**src/design/div_pkg.sv**
```systemverilog
package div_pkg;

    // --------------------
    // Widths
    // --------------------

    // Operand and APB data width
    localparam int DATA_W = 32;

    // Operation tag, wraps at 16
    localparam int TAG_W = 4;

    // --------------------
    // Enums
    // --------------------

    // Opcode taken from CTRL write data bit 0
    typedef enum logic {
        OP_DIVU = 1'b0,
        OP_DIV  = 1'b1
    } div_op_e;

    // Lane FSM
    typedef enum logic [1:0] {
        LANE_IDLE = 2'd0,
        LANE_ITER = 2'd1,
        LANE_FIX  = 2'd2,
        LANE_DONE = 2'd3
    } lane_state_e;

    // --------------------
    // APB register map
    // --------------------

    // Byte offsets
    localparam logic [7:0] ADDR_DIVIDEND = 8'h00;
    localparam logic [7:0] ADDR_DIVISOR  = 8'h04;
    localparam logic [7:0] ADDR_CTRL     = 8'h08;
    localparam logic [7:0] ADDR_STATUS   = 8'h0C;

endpackage

```
**src/design/div_lane_if.sv**
```systemverilog
`timescale 1ns/10ps

interface div_lane_if;
    import div_pkg::*;

    // Request side
    logic              req_valid;
    logic              req_ready;
    div_op_e           req_op;
    logic [TAG_W-1:0]  req_tag;
    logic [DATA_W-1:0] req_dividend;
    logic [DATA_W-1:0] req_divisor;

    // Result side
    logic              res_valid;
    logic              res_ready;
    logic [TAG_W-1:0]  res_tag;
    logic [DATA_W-1:0] res_quotient;
    logic [DATA_W-1:0] res_remainder;

    modport dispatch (
        output req_valid, req_op, req_tag, req_dividend, req_divisor,
        input  req_ready
    );

    modport lane (
        input  req_valid, req_op, req_tag, req_dividend, req_divisor,
        output req_ready,
        output res_valid, res_tag, res_quotient, res_remainder,
        input  res_ready
    );

    modport collect (
        input  res_valid, res_tag, res_quotient, res_remainder,
        output res_ready
    );

endinterface

```
**src/design/div_lane.sv**
```systemverilog
`timescale 1ns/10ps

module div_lane (
    input  logic     clk,
    input  logic     arst_n_i,
    div_lane_if.lane lane
);
    import div_pkg::*;

    localparam int CNT_W = $clog2(DATA_W);

    lane_state_e       state_q;
    logic [CNT_W-1:0]  cnt_q;

    logic [DATA_W-1:0] rem_q;
    logic [DATA_W-1:0] quo_q;
    logic [DATA_W-1:0] dsr_q;
    logic              q_neg_q;
    logic              r_neg_q;
    logic              dsr_zero_q;
    logic [TAG_W-1:0]  tag_q;

    logic              accept;
    logic              res_xfer;
    logic              is_signed;
    logic              a_neg;
    logic              b_neg;
    logic [DATA_W-1:0] a_abs;
    logic [DATA_W-1:0] b_abs;
    logic [DATA_W:0]   shifted;
    logic [DATA_W:0]   diff;

    assign accept   = lane.req_valid && lane.req_ready;
    assign res_xfer = lane.res_valid && lane.res_ready;

    // --------------------
    // Operand conditioning
    // --------------------

    assign is_signed = (lane.req_op == OP_DIV);
    assign a_neg     = is_signed && lane.req_dividend[DATA_W-1];
    assign b_neg     = is_signed && lane.req_divisor[DATA_W-1];
    assign a_abs     = ({DATA_W{a_neg}} ^ lane.req_dividend) + DATA_W'(a_neg);
    assign b_abs     = ({DATA_W{b_neg}} ^ lane.req_divisor) + DATA_W'(b_neg);

    // Trial subtraction, top bit is the borrow
    assign shifted = {rem_q, quo_q[DATA_W-1]};
    assign diff    = shifted - {1'b0, dsr_q};

    // --------------------
    // FSM
    // --------------------

    always_ff @(posedge clk or negedge arst_n_i) begin
        if (!arst_n_i) begin
            state_q <= LANE_IDLE;
            cnt_q   <= '0;
        end else begin
            case (state_q)
                LANE_IDLE: begin
                    if (accept) begin
                        state_q <= LANE_ITER;
                        cnt_q   <= '0;
                    end
                end
                LANE_ITER: begin
                    cnt_q <= cnt_q + 1'b1;
                    if (cnt_q == CNT_W'(DATA_W - 1)) begin
                        state_q <= LANE_FIX;
                    end
                end
                LANE_FIX:  state_q <= LANE_DONE;
                LANE_DONE: begin
                    if (res_xfer) begin
                        state_q <= LANE_IDLE;
                    end
                end
                default:   state_q <= LANE_IDLE;
            endcase
        end
    end

    // --------------------
    // Datapath
    // --------------------

    always_ff @(posedge clk) begin
        case (state_q)
            LANE_IDLE: begin
                if (accept) begin
                    rem_q      <= '0;
                    quo_q      <= a_abs;
                    dsr_q      <= b_abs;
                    q_neg_q    <= is_signed &&
                                  (lane.req_dividend[DATA_W-1] ^ lane.req_divisor[DATA_W-1]);
                    r_neg_q    <= a_neg;
                    dsr_zero_q <= (lane.req_divisor == '0);
                    tag_q      <= lane.req_tag;
                end
            end
            LANE_ITER: begin
                // Dividend bits shift out the top while quotient bits enter below
                rem_q <= diff[DATA_W] ? shifted[DATA_W-1:0] : diff[DATA_W-1:0];
                quo_q <= {quo_q[DATA_W-2:0], !diff[DATA_W]};
            end
            LANE_FIX: begin
                if (dsr_zero_q) begin
                    quo_q <= '1;
                end else if (q_neg_q) begin
                    quo_q <= ~quo_q + 1'b1;
                end
                // Remainder sign follows the dividend
                if (r_neg_q) begin
                    rem_q <= ~rem_q + 1'b1;
                end
            end
            default: begin
            end
        endcase
    end

    assign lane.req_ready     = (state_q == LANE_IDLE);
    assign lane.res_valid     = (state_q == LANE_DONE);
    assign lane.res_tag       = tag_q;
    assign lane.res_quotient  = quo_q;
    assign lane.res_remainder = rem_q;

endmodule

```
**src/flat_wrapper.sv**
```systemverilog
// flat-port wrapper written by rule: the top's interface ports become plain ports
module div_lane_flat import div_pkg::*;
  (clk, arst_n_i, lane_req_valid, lane_req_op, lane_req_tag, lane_req_dividend, lane_req_divisor, lane_req_ready, lane_res_valid, lane_res_tag, lane_res_quotient, lane_res_remainder, lane_res_ready);
  div_lane_if lane_i ();
  input  logic clk;
  input  logic arst_n_i;
  input wire logic [$bits(lane_i.req_valid)-1:0] lane_req_valid;
  input wire logic [$bits(lane_i.req_op)-1:0] lane_req_op;
  input wire logic [$bits(lane_i.req_tag)-1:0] lane_req_tag;
  input wire logic [$bits(lane_i.req_dividend)-1:0] lane_req_dividend;
  input wire logic [$bits(lane_i.req_divisor)-1:0] lane_req_divisor;
  output wire logic [$bits(lane_i.req_ready)-1:0] lane_req_ready;
  output wire logic [$bits(lane_i.res_valid)-1:0] lane_res_valid;
  output wire logic [$bits(lane_i.res_tag)-1:0] lane_res_tag;
  output wire logic [$bits(lane_i.res_quotient)-1:0] lane_res_quotient;
  output wire logic [$bits(lane_i.res_remainder)-1:0] lane_res_remainder;
  input wire logic [$bits(lane_i.res_ready)-1:0] lane_res_ready;
  assign lane_i.req_valid = lane_req_valid;
  assign lane_i.req_op = lane_req_op;
  assign lane_i.req_tag = lane_req_tag;
  assign lane_i.req_dividend = lane_req_dividend;
  assign lane_i.req_divisor = lane_req_divisor;
  assign lane_req_ready = lane_i.req_ready;
  assign lane_res_valid = lane_i.res_valid;
  assign lane_res_tag = lane_i.res_tag;
  assign lane_res_quotient = lane_i.res_quotient;
  assign lane_res_remainder = lane_i.res_remainder;
  assign lane_i.res_ready = lane_res_ready;
  div_lane u_core (.clk(clk), .arst_n_i(arst_n_i), .lane(lane_i));
endmodule
```
**config.mk**
```make
export PLATFORM = sky130hd
export DESIGN_NAME = div_lane_flat
export DESIGN_NICKNAME = d
export VERILOG_FILES = /design/src/design/div_pkg.sv /design/src/design/div_lane_if.sv /design/src/design/div_lane.sv /design/src/flat_wrapper.sv
export SDC_FILE = /design/constraint.sdc
export NUM_CORES = 1
export LEC_CHECK = 0
export ABC_AREA = 1
export BUFFER_PORTS_ARGS = -buffer_cell sky130_fd_sc_hd__buf_4
export CAP_MARGIN = 0
export CELL_PAD_IN_SITES_DETAIL_PLACEMENT = 0
export CELL_PAD_IN_SITES_GLOBAL_PLACEMENT = 1
export CORE_UTILIZATION = 27
export DETAILED_ROUTE_END_ITERATION = 6
export HOLD_SLACK_MARGIN = 0.06
export PLACE_DENSITY_LB_ADDON = 0.12
export RECOVER_POWER = 50
export SLEW_MARGIN = 20
export SYNTH_ARGS = -nofsm -noshare
export SYNTH_HDL_FRONTEND = slang
export SYNTH_SLANG_ARGS = --single-unit
```
**constraint.sdc**
```tcl
create_clock -name clk -period 7.2 [get_ports clk]
set_clock_uncertainty 0.1 [all_clocks]
set_input_delay 0.72 -clock clk [delete_from_list [all_inputs] [get_ports clk]]
set_output_delay 0.72 -clock clk [all_outputs]
set_load 0.02 [all_outputs]
```
After elaboration in Yosys (flattened, before gate mapping)
Cells that the tools add are included.
Widths: inputs -> output; s select.

storage, ports and cells
  flip-flop bits (word level) = 110
  input bits = 73
  word-level logic and storage cells = 58
  output and inout port bits = 70

operators by class
  multiplexer cells = 14
  eq/ne operators = 9
  $add $sub $neg = 6
  reductions and logical operators = 15
  bitwise gates (word level) = 5

operators with widths
  kind                   number
  $mux 32                6
  $pmux 32 s3            2
  $add 32x1->32          2
  $add 32x1->32 const B  2
  $not 32->32            2
  $xor 32x32->32         2
  $sub 33x32->33         1
  $logic_not 32->1       1
  $pmux 5 s2             1
  $reduce_and 3->1       3
  $pmux 2 s4             1
  $mux 2                 3
  $add 5x1->5 const B    1
  $eq 5x5->1 const B     1
  $logic_and 1x1->1      5
  $mux 5                 1
  $eq 2x2->1 const B     2
  $ne 2x1->1 const B     2
  $ne 2x2->1 const B     2
  $reduce_and 2->1       2
  $ne 3x1->1 const B     1
  $reduce_bool 3->1      1
  $eq 2x1->1 const B     1
  $logic_not 2->1        1
  3 further kinds        3

Depth between registers and ports, before layout
Gate-level depths: netlist (run 1).

  word-level depth = 5
  gate-level depth with buffers = 18

Worst setup path after synthesis (run 1)
No wires, ideal clock.

  path type = register -> register
  start point = reg u_core.state_q[0]
  end point = reg u_core.quo_q[0], in the netlist u_core.lane.res_quotient[0] (enable)
  path slack = 4,260 ps
  arrival = 2,419 ps
  cell stages (with the launch flop) = 7
  setup time = 421 ps
  period minus slack after synthesis = 2,940 ps
  path through = dfrtp_1 -> inv_1 -> ha_1 -> inv_1 -> clkbuf_1 -> nor3_1 -> nor2_1

between the ends
  cells in the longest elaborated chain, start to end = 4
  elaborated cells on any way between the ends = 8
  those cells by class = 4 x eq/ne; 4 x reduce/logical

RTL lines
  element                              line                             text
  start: declaration                   div_lane.sv:12                   lane_state_e state_q;
  start signal: assignment             div_lane.sv:56                   state_q <= LANE_IDLE;
  start signal: assignment             div_lane.sv:62                   state_q <= LANE_ITER;
  start signal: assignment             div_lane.sv:69                   state_q <= LANE_FIX;
  $logic_not 2->1                      div_lane.sv:88, div_lane.sv:122
  $logic_and 1x1->1                    div_lane.sv:33                   assign accept = lane.req_valid && lane.req_ready;
  $ne 2x2->1 (no source line)          --
  $reduce_and 3->1 (no source line) *  --
  end signal: assignment               div_lane.sv:92                   quo_q <= a_abs;
  end signal: assignment               div_lane.sv:104                  quo_q <= {quo_q[DATA_W-2:0], !diff[DATA_W]};
  end signal: assignment               div_lane.sv:110                  quo_q <= ~quo_q + 1'b1;
  end: declaration                     div_lane.sv:16                   logic [DATA_W-1:0] quo_q;

Every way passes the cells marked *; elsewhere a longest branch is shown, timed or not.
A chain may end at the register's enable or synchronous reset.

Worst setup path in the final report (run 1)
  start point = in lane_req_divisor[31]
  end point = reg u_core.dsr_q[21] (data pin)

between the ends
  cells in the longest elaborated chain, start to end = 3

RTL lines
  element                 line                text
  start: declaration      flat_wrapper.sv:11  input wire logic [$bits(lane_i.req_divisor)-1:0] lane_req_divisor;
  $logic_and 1x1->1 *     div_lane.sv:42      assign b_neg = is_signed && lane.req_divisor[DATA_W-1];
  $xor 32x32->32          div_lane.sv:44      assign b_abs = ({DATA_W{b_neg}} ^ lane.req_divisor) + DATA_W'(b_neg);
  $add 32x1->32 *         div_lane.sv:44
  net u_core.b_abs[21]    div_lane.sv:29      logic [DATA_W-1:0] b_abs;
  end signal: assignment  div_lane.sv:93      dsr_q <= b_abs;
  end: declaration        div_lane.sv:17      logic [DATA_W-1:0] dsr_q;

The timed path passes the listed nets; every way through them passes the cells marked *.

==> results.toml, run 1 <==
[status]
status = "finished with violations"
violations = "DRC, capacitance limit, slew limit"

[yosys]
netlist_area_sq_um = 11700
synth_cells = 1790
netlist_top_cells_area = "edfxtp_1 26%, nand2_1 17%, inv_1 9.0%"
async_reset_ff_share_pct = 6.36
ys_seq_area_share_pct = 27.8
ys.warnings.count = 0
synth_edf_count = 103
synth_top_cell_area_share_pct = 26.3
yosysTopAreaCell = "edfxtp_1"
ys_seq_elements = 110
ys_types = 51
synth_fp_nets = 1907
synth_area_per_cell_sq_um = 6.56
synthFlopType = "edfxtp_1"

[critical_path]
critPathMaxFanout = 33
crit_type = "in2reg"
worstPathRequired_ps = 7220
arrival_ps = 4350
critPathLaunchType = "primary input"
critPathCaptureType = "register"

[grt]
track_usage_pct = 20.3
grt_max_degree = 69
grt_first_pass_wirelength_um = 68000
antenna_found_initial = 1
overflow = 0
grt_pass1_vias = 11405

[floorplan]
dieWidth_um = 211
die_h_um = 211
start_util_pct = 27.3
ioPinCount = 143
core_region_area_sq_um = 43000
dieArea_sq_um = 44300
rows = 76

[clock_network]
cts_max_path_buffers = 2
cts-resized-gates = 0
cts_root_buffer = "clkbuf_16"
clk_pin_slew_worst_paths_ps = 80
cts-htree-levels = 3
cts.sinks = 110
cts_buffers = 9
cts_tree = "yes"
post_cts_buffers = 0
clock_latency_ps = 400

[sta]
worstMarginPinSlew_ps = 2230
slew_viol_final = 111
min_period_ps = 4330
fin_crit_sh_pct = 60.1
relSlewSlack_pct = -48.6
finalSetupViolations = 0
fin_setup_tns_ps = 0
hold_violations = 0
fmax_mhz = 231
rsz0062_at_grt = "no"

[drt]
drt_iter0_drc = 762
post_drt_via_cell_ratio = 4.66
routedWlPerCell_um = 17.7
drt_wl_total_um = 44300
ant_nets = 0
drc = 2
vias = 11659
drt_first_pass_iters = 7

[place]
dp.cells = 2486
dp.final_hpwl_um = 35900
gp_congestion = 0.909
io_buffers = 142

[worst_hold_path]
hp-class = "reg2reg"

[layout]
final_common_cell = "nand2_1"
final_cell_count_no_fill = 2504
drive_above_1_share_pct = 7.35
synthToLayoutAreaGrowth_pct = 14.0
final_nets = 2030
final_cell_mix = "528 x nand2_1, 283 x inv_1, 186 x nor2_1"

[power_and_ir_drop]
peakVddDrop_uv = 229
cellPowerDensity_nw_per_um2 = 436
p_sw_uw = 3350
p_comb_share_pct = 64.6
leakage_uw = 0.00614
p_clk_share_pct = 9.4
power_frac_seq_pct = 26.0
sw_frac_of_total_pct = 57.4
p_int_uw = 2490

[run]
maxCapViolations = 3
-- metrics by stage --
stage                     instance area [sq um]  hold WS, ps  worst slack [ps]  power, uW  utilization, %
final                                     13400          387              2870       5840            31.1
after floorplan                           11700          324              4260       4000               -
after detailed placement                  13400          371              3750       5480            31.2
after CTS                                 13700          371              3740       6050            31.9
after global routing                      13400          400              2440       6410            31.1
after global placement                    13400          366              3810       5470            31.2
-- state kept, by name (all words and copies together), names as in the netlist --
register                   flops
u_core.cnt_q                   5
u_core.dsr_q                  32
u_core.dsr_zero_q              1
u_core.lane.res_quotient      32
u_core.lane.res_remainder     32
u_core.lane.res_tag            4
u_core.q_neg_q                 1
u_core.r_neg_q                 1
u_core.state_q                 2
-- worst paths after layout --
path / end / slack (ps) / cells past startpoint / start
setup / recovery: u_core.dsr_q[21]$_DFFE_PP_ / 2870 / 11 / lane_req_divisor[31]
hold / removal: u_core.cnt_q[4]$_DFFE_PN0P_ / 390 / 2 / u_core.cnt_q[4]$_DFFE_PN0P_
setup reg to reg: u_core.lane.res_remainder[6]$_DFFE_PP_ / 3740 / 17 / u_core.lane.res_quotient[31]$_DFFE_PP_
hold reg to reg: u_core.cnt_q[4]$_DFFE_PN0P_ / 390 / 2 / u_core.cnt_q[4]$_DFFE_PN0P_
max in group asynchronous: u_core.cnt_q[1]$_DFFE_PN0P_ / 6010 / 2 / arst_n_i
min in group asynchronous: u_core.state_q[0]$_DFFE_PN0P_ / 680 / 2 / arst_n_i
-- cell families after synthesis --
logic type	after synthesis	synth area share (%)
XOR/XNOR	133	11.3
flip-flops	110	27.8
buffers and inverters	329	11.1
adder cells (fa/ha/maj)	44	4.75
AND/OR/NAND/NOR	966	35.4
AO/OA/AOI/OAI	208	9.57
-- cell usage after synthesis (6+ instances only) --
| cell | number |
|---|---|
| clkbuf_1 | 24 |
| nand3_1 | 117 |
| buf_2 | 6 |
| xnor2_2 | 11 |
| edfxtp_1 | 103 |
| nor4_1 | 14 |
| a21oi_1 | 98 |
| o21bai_1 | 6 |
| nor3_1 | 34 |
| ha_1 | 43 |
| nand3b_1 | 8 |
| xnor2_1 | 40 |
| nand2_1 | 526 |
| xor2_1 | 76 |
| o21ai_0 | 76 |
| inv_1 | 283 |
| nor2_2 | 6 |
| or2_2 | 6 |
| dfrtp_1 | 7 |
| nand4_1 | 42 |
| inv_2 | 7 |
| nor2_1 | 186 |
-- power groups by stage --
stage	combinational, uW	sequential (uW)	clock, uW
after floorplan	2420	1590	0
after global placement	3940	1540	0
after detailed placement	3940	1540	0
after CTS	3950	1530	572
after global routing	4260	1560	588
final	3770	1520	550
-- layout make-up --
class	count	area, sq um
Fill cell	4922	29600
Multi-Input combinational cell	1351	7140
Sequential cell	110	3270
Inverter	291	1090
Timing Repair Buffer	150	851
Tap cell	585	732
Clock buffer	9	225
Clock inverter	7	72.6
Antenna cell	1	2.50
-- metal layers --
layer  global-route usage [%]  wire, um  vias up  share of wire [%]
li1                         -         -     6010                  -
met1                     29.6     22900     5369                 52
met2                     31.4     19200      254                 43
met3                     2.12      1530       26                3.5
met4                     5.55       645        0                1.5
met5                        0         0        -                  0
-- critical path, stage by stage --
cell	delay (ps)
clkbuf_1	220
nand2_1	1230
xnor2_1	940
nand2_1	190
nor2_2	170
inv_2	50
nor2_1	200
nand2_1	100
nor3_2	260
nand2_1	110
xor2_1	150
-- what timing repair did --
action / CTS / global route
hold buffers: 1 / 0
endpoints found under the setup margin: 0 / 0
endpoints found under the hold margin: 7 / 0
Power figures use the tool's default switching activity.
==> inputs of run 2 (changes only) <==
Settings changed: ABC_AREA 1 to 0.
Clock period 7.2 ns to 4.27 ns, I/O delays scaled along.
==> results.toml, run 2 <==
[status]
status = "finished with violations"
violations = "capacitance limit, slew limit"

[drt]
drt_iter0_drc = 637
drt_first_pass_iters = 6
drt_wl_total_um = 33500
routedWlPerCell_um = 18.9
ant_nets = 0
vias = 9153
post_drt_via_cell_ratio = 5.16
drc = 0

[critical_path]
worstPathRequired_ps = 4280
critPathLaunchType = "register"
critPathMaxFanout = 14
critPathCaptureType = "register"
reg2reg_from = "u_core.lane.res_remainder[14]$_DFFE_PP_"
crit_top_cell = "a21oi_1"
r2r_slack_ps = 400
slowest_stage = "o31ai_1"
crit_type = "reg2reg"
cpPeakStageDelay_ps = 520
cpLargestDelayFamily = "compound AO/OA/AOI/OAI gates"
arrival_ps = 3870
crit_path_cell_trace = "ha_1 > a21oi_1 > nand2_1 > o2111ai_1 > a21oi_1 > o31ai_1 > xor2_4 > buf_4 > mux2i_1 > o22ai_1"
worst_r2r_endpoint = "u_core.lane.res_remainder[2]$_DFFE_PP_"
crit_buf_inv = 1
rr_worst_depth = 10

[place]
gp_congestion = 0.827
io_buffers = 142
dp.cells = 1759
dp.final_hpwl_um = 25700
pre_cts_ws_ps = 419

[clock_network]
cts_max_path_buffers = 2
cts_root_buffer = "clkbuf_16"
clk_pin_slew_worst_paths_ps = 90
post_cts_buffers = 0
cts_tree = "yes"
cts-htree-levels = 3
cts-resized-gates = 0
cts.sinks = 110
cts_buffers = 9
clock_latency_ps = 380

[sta]
timing.final.ws_setup_ps = 404
rsz0062_at_grt = "no"
fin_crit_sh_pct = 90.5
slew_viol_final = 103
finalSetupViolations = 0
hold_violations = 0
min_period_ps = 3870
fmax_mhz = 259
fin_setup_tns_ps = 0
worstMarginPinSlew_ps = 2190
relSlewSlack_pct = -46.2

[power_and_ir_drop]
leakage_uw = 0.00439
peakVddDrop_uv = 287
cellPowerDensity_nw_per_um2 = 741

[worst_hold_path]
whs_path_depth = 1
hp-class = "in2reg"
min_from = "lane_req_tag[3]"
min_to = "u_core.lane.res_tag[3]$_DFFE_PP_"

[yosys]
synth_area_per_cell_sq_um = 8.54
synthFlopType = "edfxtp_1"
synth_fp_nets = 1301
synth_edf_count = 103
ys.warnings.count = 0
async_reset_ff_share_pct = 6.36
ys_seq_elements = 110
synth_cells = 1184
netlist_area_sq_um = 10100
ys_seq_area_share_pct = 32.3
synth_common_cells = "112 x xnor2_1, 104 x nand2_1, 103 x edfxtp_1, 93 x nor2_1, 74 x o21ai_0"
yosysMostFrequentCell = "xnor2_1"
yosysTopAreaCell = "edfxtp_1"
ys_types = 79
netlist_top_cells_area = "edfxtp_1 31%, xnor2_1 9.7%, ha_1 5.3%"
synth_top_cell_area_share_pct = 30.6

[grt]
overflow = 0
grtUsageMet2_pct = 25.9
grt_first_pass_wirelength_um = 52400
use_met1_pct = 26.7
grt_max_degree = 40
grt_use_met3_pct = 1.85
track_usage_pct = 17.5
busiest_layer = "met1"
grt_pass1_vias = 8880
antenna_found_initial = 0

[layout]
antenna_cells = 0
drive_above_1_share_pct = 9.56
synthToLayoutAreaGrowth_pct = 16.2
final_cell_mix = "112 x xnor2_1, 105 x nand2_1, 103 x edfxtp_1"
regArea_sq_um = 3270
final_nets = 1420
final_common_cell = "xnor2_1"
nFillCells = 3940
multiInputGateArea_sq_um = 6380
final_cell_count_no_fill = 1775

[floorplan]
start_util_pct = 27.6
ioPinCount = 143
dieWidth_um = 196
dieArea_sq_um = 38200
rows = 70
die_h_um = 196
core_region_area_sq_um = 36700

[run]
maxCapViolations = 3
[run 2: changes by cell type after synthesis, sizes merged, moves of 31 or more]
cell	delta
mux2i	+40
nor2	-101
xor2	-31
nand3	-85
inv	-226
nand2	-428
xnor2	+58
[run 2: logic make-up after synthesis]
family	synth area share, %
AO/OA/AOI/OAI	19.4
adder cells (fa/ha/maj)	5.52
buffers and inverters	4.75
XOR/XNOR	13.9
flip-flops	32.3
multiplexers	4.31
AND/OR/NAND/NOR	19.9
[run 2: area by class of cell]
class                           instances  area share [%]
Sequential cell                       110            27.8
Tap cell                              468            4.99
Inverter                               64            2.05
Timing Repair Buffer                  167            8.32
Multi-Input combinational cell        951            54.4
Clock buffer                            9            1.92
Clock inverter                          6           0.543
[run 2: layer usage]
metal / share of wire [%] / up-vias
li1: - / 4576
met1: 53 / 4374
met2: 42 / 184
met3: 3.2 / 19
met4: 1.1 / 0
met5: 0 / -
[run 2: worst reg2reg max path, delay by kind of cell (launching register included)]
| kind | cells | cell delay (ps) |
|---|---|---|
| AND/OR/NAND/NOR | 1 | 180 |
| adder cells (fa/ha/maj) | 1 | 440 |
| AO/OA/AOI/OAI | 5 | 1380 |
| multiplexers | 1 | 240 |
| XOR/XNOR | 1 | 420 |
| buffers and inverters | 1 | 350 |
| flip-flops | 1 | 500 |
[run 2: repair_timing]
action                     CTS  global route
hold endpoints to repair     7             0
setup endpoints to repair    0             0
hold buffers                 1             0
[run 2: power by group]
part / total (uW) / leakage [uW] / internal (uW) / switching, uW
clock network: 905 / 0.000137 / 453 / 452
logic: 5260 / 0.00313 / 1900 / 3360
registers: 2540 / 0.00112 / 1920 / 618
total: 8710 / 0.00439 / 4270 / 4430
[run 2: how the worst max path moves through the flow]
stage / start / endpoint / cells after the start
detailed placement: u_core.lane.res_remainder[14]$_DFFE_PP_ / u_core.lane.res_remainder[2]$_DFFE_PP_ / 10
finish: u_core.lane.res_remainder[14]$_DFFE_PP_ / u_core.lane.res_remainder[2]$_DFFE_PP_ / 10
global placement: u_core.lane.res_remainder[4]$_DFFE_PP_ / u_core.lane.res_remainder[4]$_DFFE_PP_ / 10
global route: u_core.lane.res_remainder[14]$_DFFE_PP_ / u_core.lane.res_remainder[9]$_DFFE_PP_ / 10
CTS: u_core.lane.res_remainder[14]$_DFFE_PP_ / u_core.lane.res_remainder[2]$_DFFE_PP_ / 10
floorplan: u_core.state_q[0]$_DFFE_PN0P_ / u_core.lane.res_quotient[0]$_DFFE_PP_ / 5
[run 2: metrics by stage]
stage	hold slack, ps	power, uW	utilization (%)	area [sq um]
after floorplan	31.4	6160	-	10100
after global placement	147	8150	32.0	11800
after detailed placement	147	8130	32.0	11800
after CTS	101	9060	32.8	12100
after global routing	132	9410	32.0	11700
final	143	8710	32.0	11700
==> inputs of run 3 (changes only) <==
Settings changed: PLACE_DENSITY from default to 0.65, PLACE_DENSITY_LB_ADDON 0.12 to default.
==> results.toml, run 3 (synthesis results as in run 2) <==
[clock_network]
post_cts_buffers = 0
cts.sinks = 110
clock_latency_ps = 380
cts-resized-gates = 0
clk_pin_slew_worst_paths_ps = 80
cts_root_buffer = "clkbuf_16"
cts_tree = "yes"
cts-htree-levels = 3
cts_max_path_buffers = 2
cts_buffers = 9

[floorplan]
ioPinCount = 143
dieArea_sq_um = 38200
start_util_pct = 27.6
dieWidth_um = 196
rows = 70
die_h_um = 196
core_region_area_sq_um = 36700

[sta]
slew_viol_final = 111
finalSetupViolations = 0
rsz0062_at_grt = "no"
worst_hold_slack_ps = 139
min_period_ps = 3700
hold_violations = 0
relSlewSlack_pct = -73.4
fmax_mhz = 270
fin_crit_sh_pct = 86.7
worstMarginPinSlew_ps = 2600
fin_setup_tns_ps = 0

[drt]
post_drt_via_cell_ratio = 5.17
routedWlPerCell_um = 17.8
ant_nets = 0
drc = 0
drt_first_pass_iters = 5
vias = 9185
drt_iter0_drc = 582
drt_wl_total_um = 31700

[power_and_ir_drop]
cellPowerDensity_nw_per_um2 = 735
peakVddDrop_uv = 318
leakage_uw = 0.00440

[layout]
final_util_pct = 32.0
synthToLayoutAreaGrowth_pct = 16.3
fin_area_sq_um = 11800
final_cell_mix = "112 x xnor2_1, 105 x nand2_1, 103 x edfxtp_1"
antenna_cells = 0
drive_above_1_share_pct = 9.63
final_nets = 1421
final_common_cell = "xnor2_1"

[critical_path]
critPathLaunchType = "primary input"
critPathCaptureType = "register"
r2r_slack_ps = 680
reg2reg_from = "u_core.lane.res_remainder[4]$_DFFE_PP_"
worstPathRequired_ps = 4280
arrival_ps = 3720
worst_r2r_endpoint = "u_core.lane.res_remainder[15]$_DFFE_PP_"
rr_worst_depth = 10
critPathMaxFanout = 28
crit_type = "in2reg"

[run]
maxCapViolations = 3

[worst_hold_path]
hp-class = "in2reg"
min_to = "u_core.lane.res_tag[3]$_DFFE_PP_"
min_from = "lane_req_tag[3]"
whs_path_depth = 1

[place]
gp_congestion = 0.814
place_area_sq_um = 11700
dp.final_hpwl_um = 24200
io_buffers = 142

[grt]
overflow = 0
antenna_found_initial = 0
grt_first_pass_wirelength_um = 50000
track_usage_pct = 16.6
grt_max_degree = 40
grt_pass1_vias = 8777

[status]
violations = "capacitance limit, slew limit"
status = "finished with violations"
[run 3: worst max path at each step]
| stage | from | end | slack, ps | depth (start not counted) |
|---|---|---|---|---|
| after floorplan | u_core.state_q[0]$_DFFE_PN0P_ | u_core.lane.res_quotient[0]$_DFFE_PP_ | 320 | 5 |
| after global placement | u_core.lane.res_remainder[4]$_DFFE_PP_ | u_core.lane.res_remainder[30]$_DFFE_PP_ | 780 | 10 |
| after detailed placement | u_core.lane.res_remainder[4]$_DFFE_PP_ | u_core.lane.res_remainder[15]$_DFFE_PP_ | 660 | 10 |
| final | lane_req_op | u_core.lane.res_quotient[29]$_DFFE_PP_ | 570 | 10 |
| after CTS | u_core.lane.res_remainder[4]$_DFFE_PP_ | u_core.lane.res_remainder[15]$_DFFE_PP_ | 650 | 10 |
| after global routing | u_core.lane.res_remainder[14]$_DFFE_PP_ | u_core.lane.res_remainder[8]$_DFFE_PP_ | 350 | 10 |
[run 3: through the flow]
stage / cells / total power (uW) / setup slack [ps]
finish: 1777 / 8650 / 568
global route: 1777 / 9350 / 353
CTS: 1777 / 8940 / 653
detailed placement: 1760 / 8030 / 661
global placement: 1760 / 8030 / 780
floorplan: 1184 / 6160 / 316
[run 3: layout make-up]
type	count	area [sq um]
clock inverter	4	31.3
inverter	64	240
tap	468	586
multi-input combinational	951	6400
fill	3838	24900
clock buffer	12	258
timing repair buffer	168	978
sequential	110	3270
[run 3: repair_timing]
item,4_1_cts,5_1_grt
hold endpoints to repair,7,0
hold buffers,1,0
endpoints found under the setup margin,0,0
[run 3: layer usage]
layer | part of all wire (%) | global-route usage (%)
met1 | 50 | 24.1
met2 | 43 | 24.6
met3 | 5.2 | 3.40
met4 | 1.8 | 4.75
met5 | 0 | 0
[run 3: power breakdown]
group | internal, uW | switching (uW)
clock | 436 | 442
combinational | 1920 | 3310
sequential | 1920 | 616
[run 3: critical path: stages]
cell,delay [ps]
buf_4,140
nand2_1,330
inv_2,160
clkbuf_1,960
a31o_2,350
or4b_4,510
or3_4,370
mux2i_1,190
xor2_1,200
a21oi_1,80
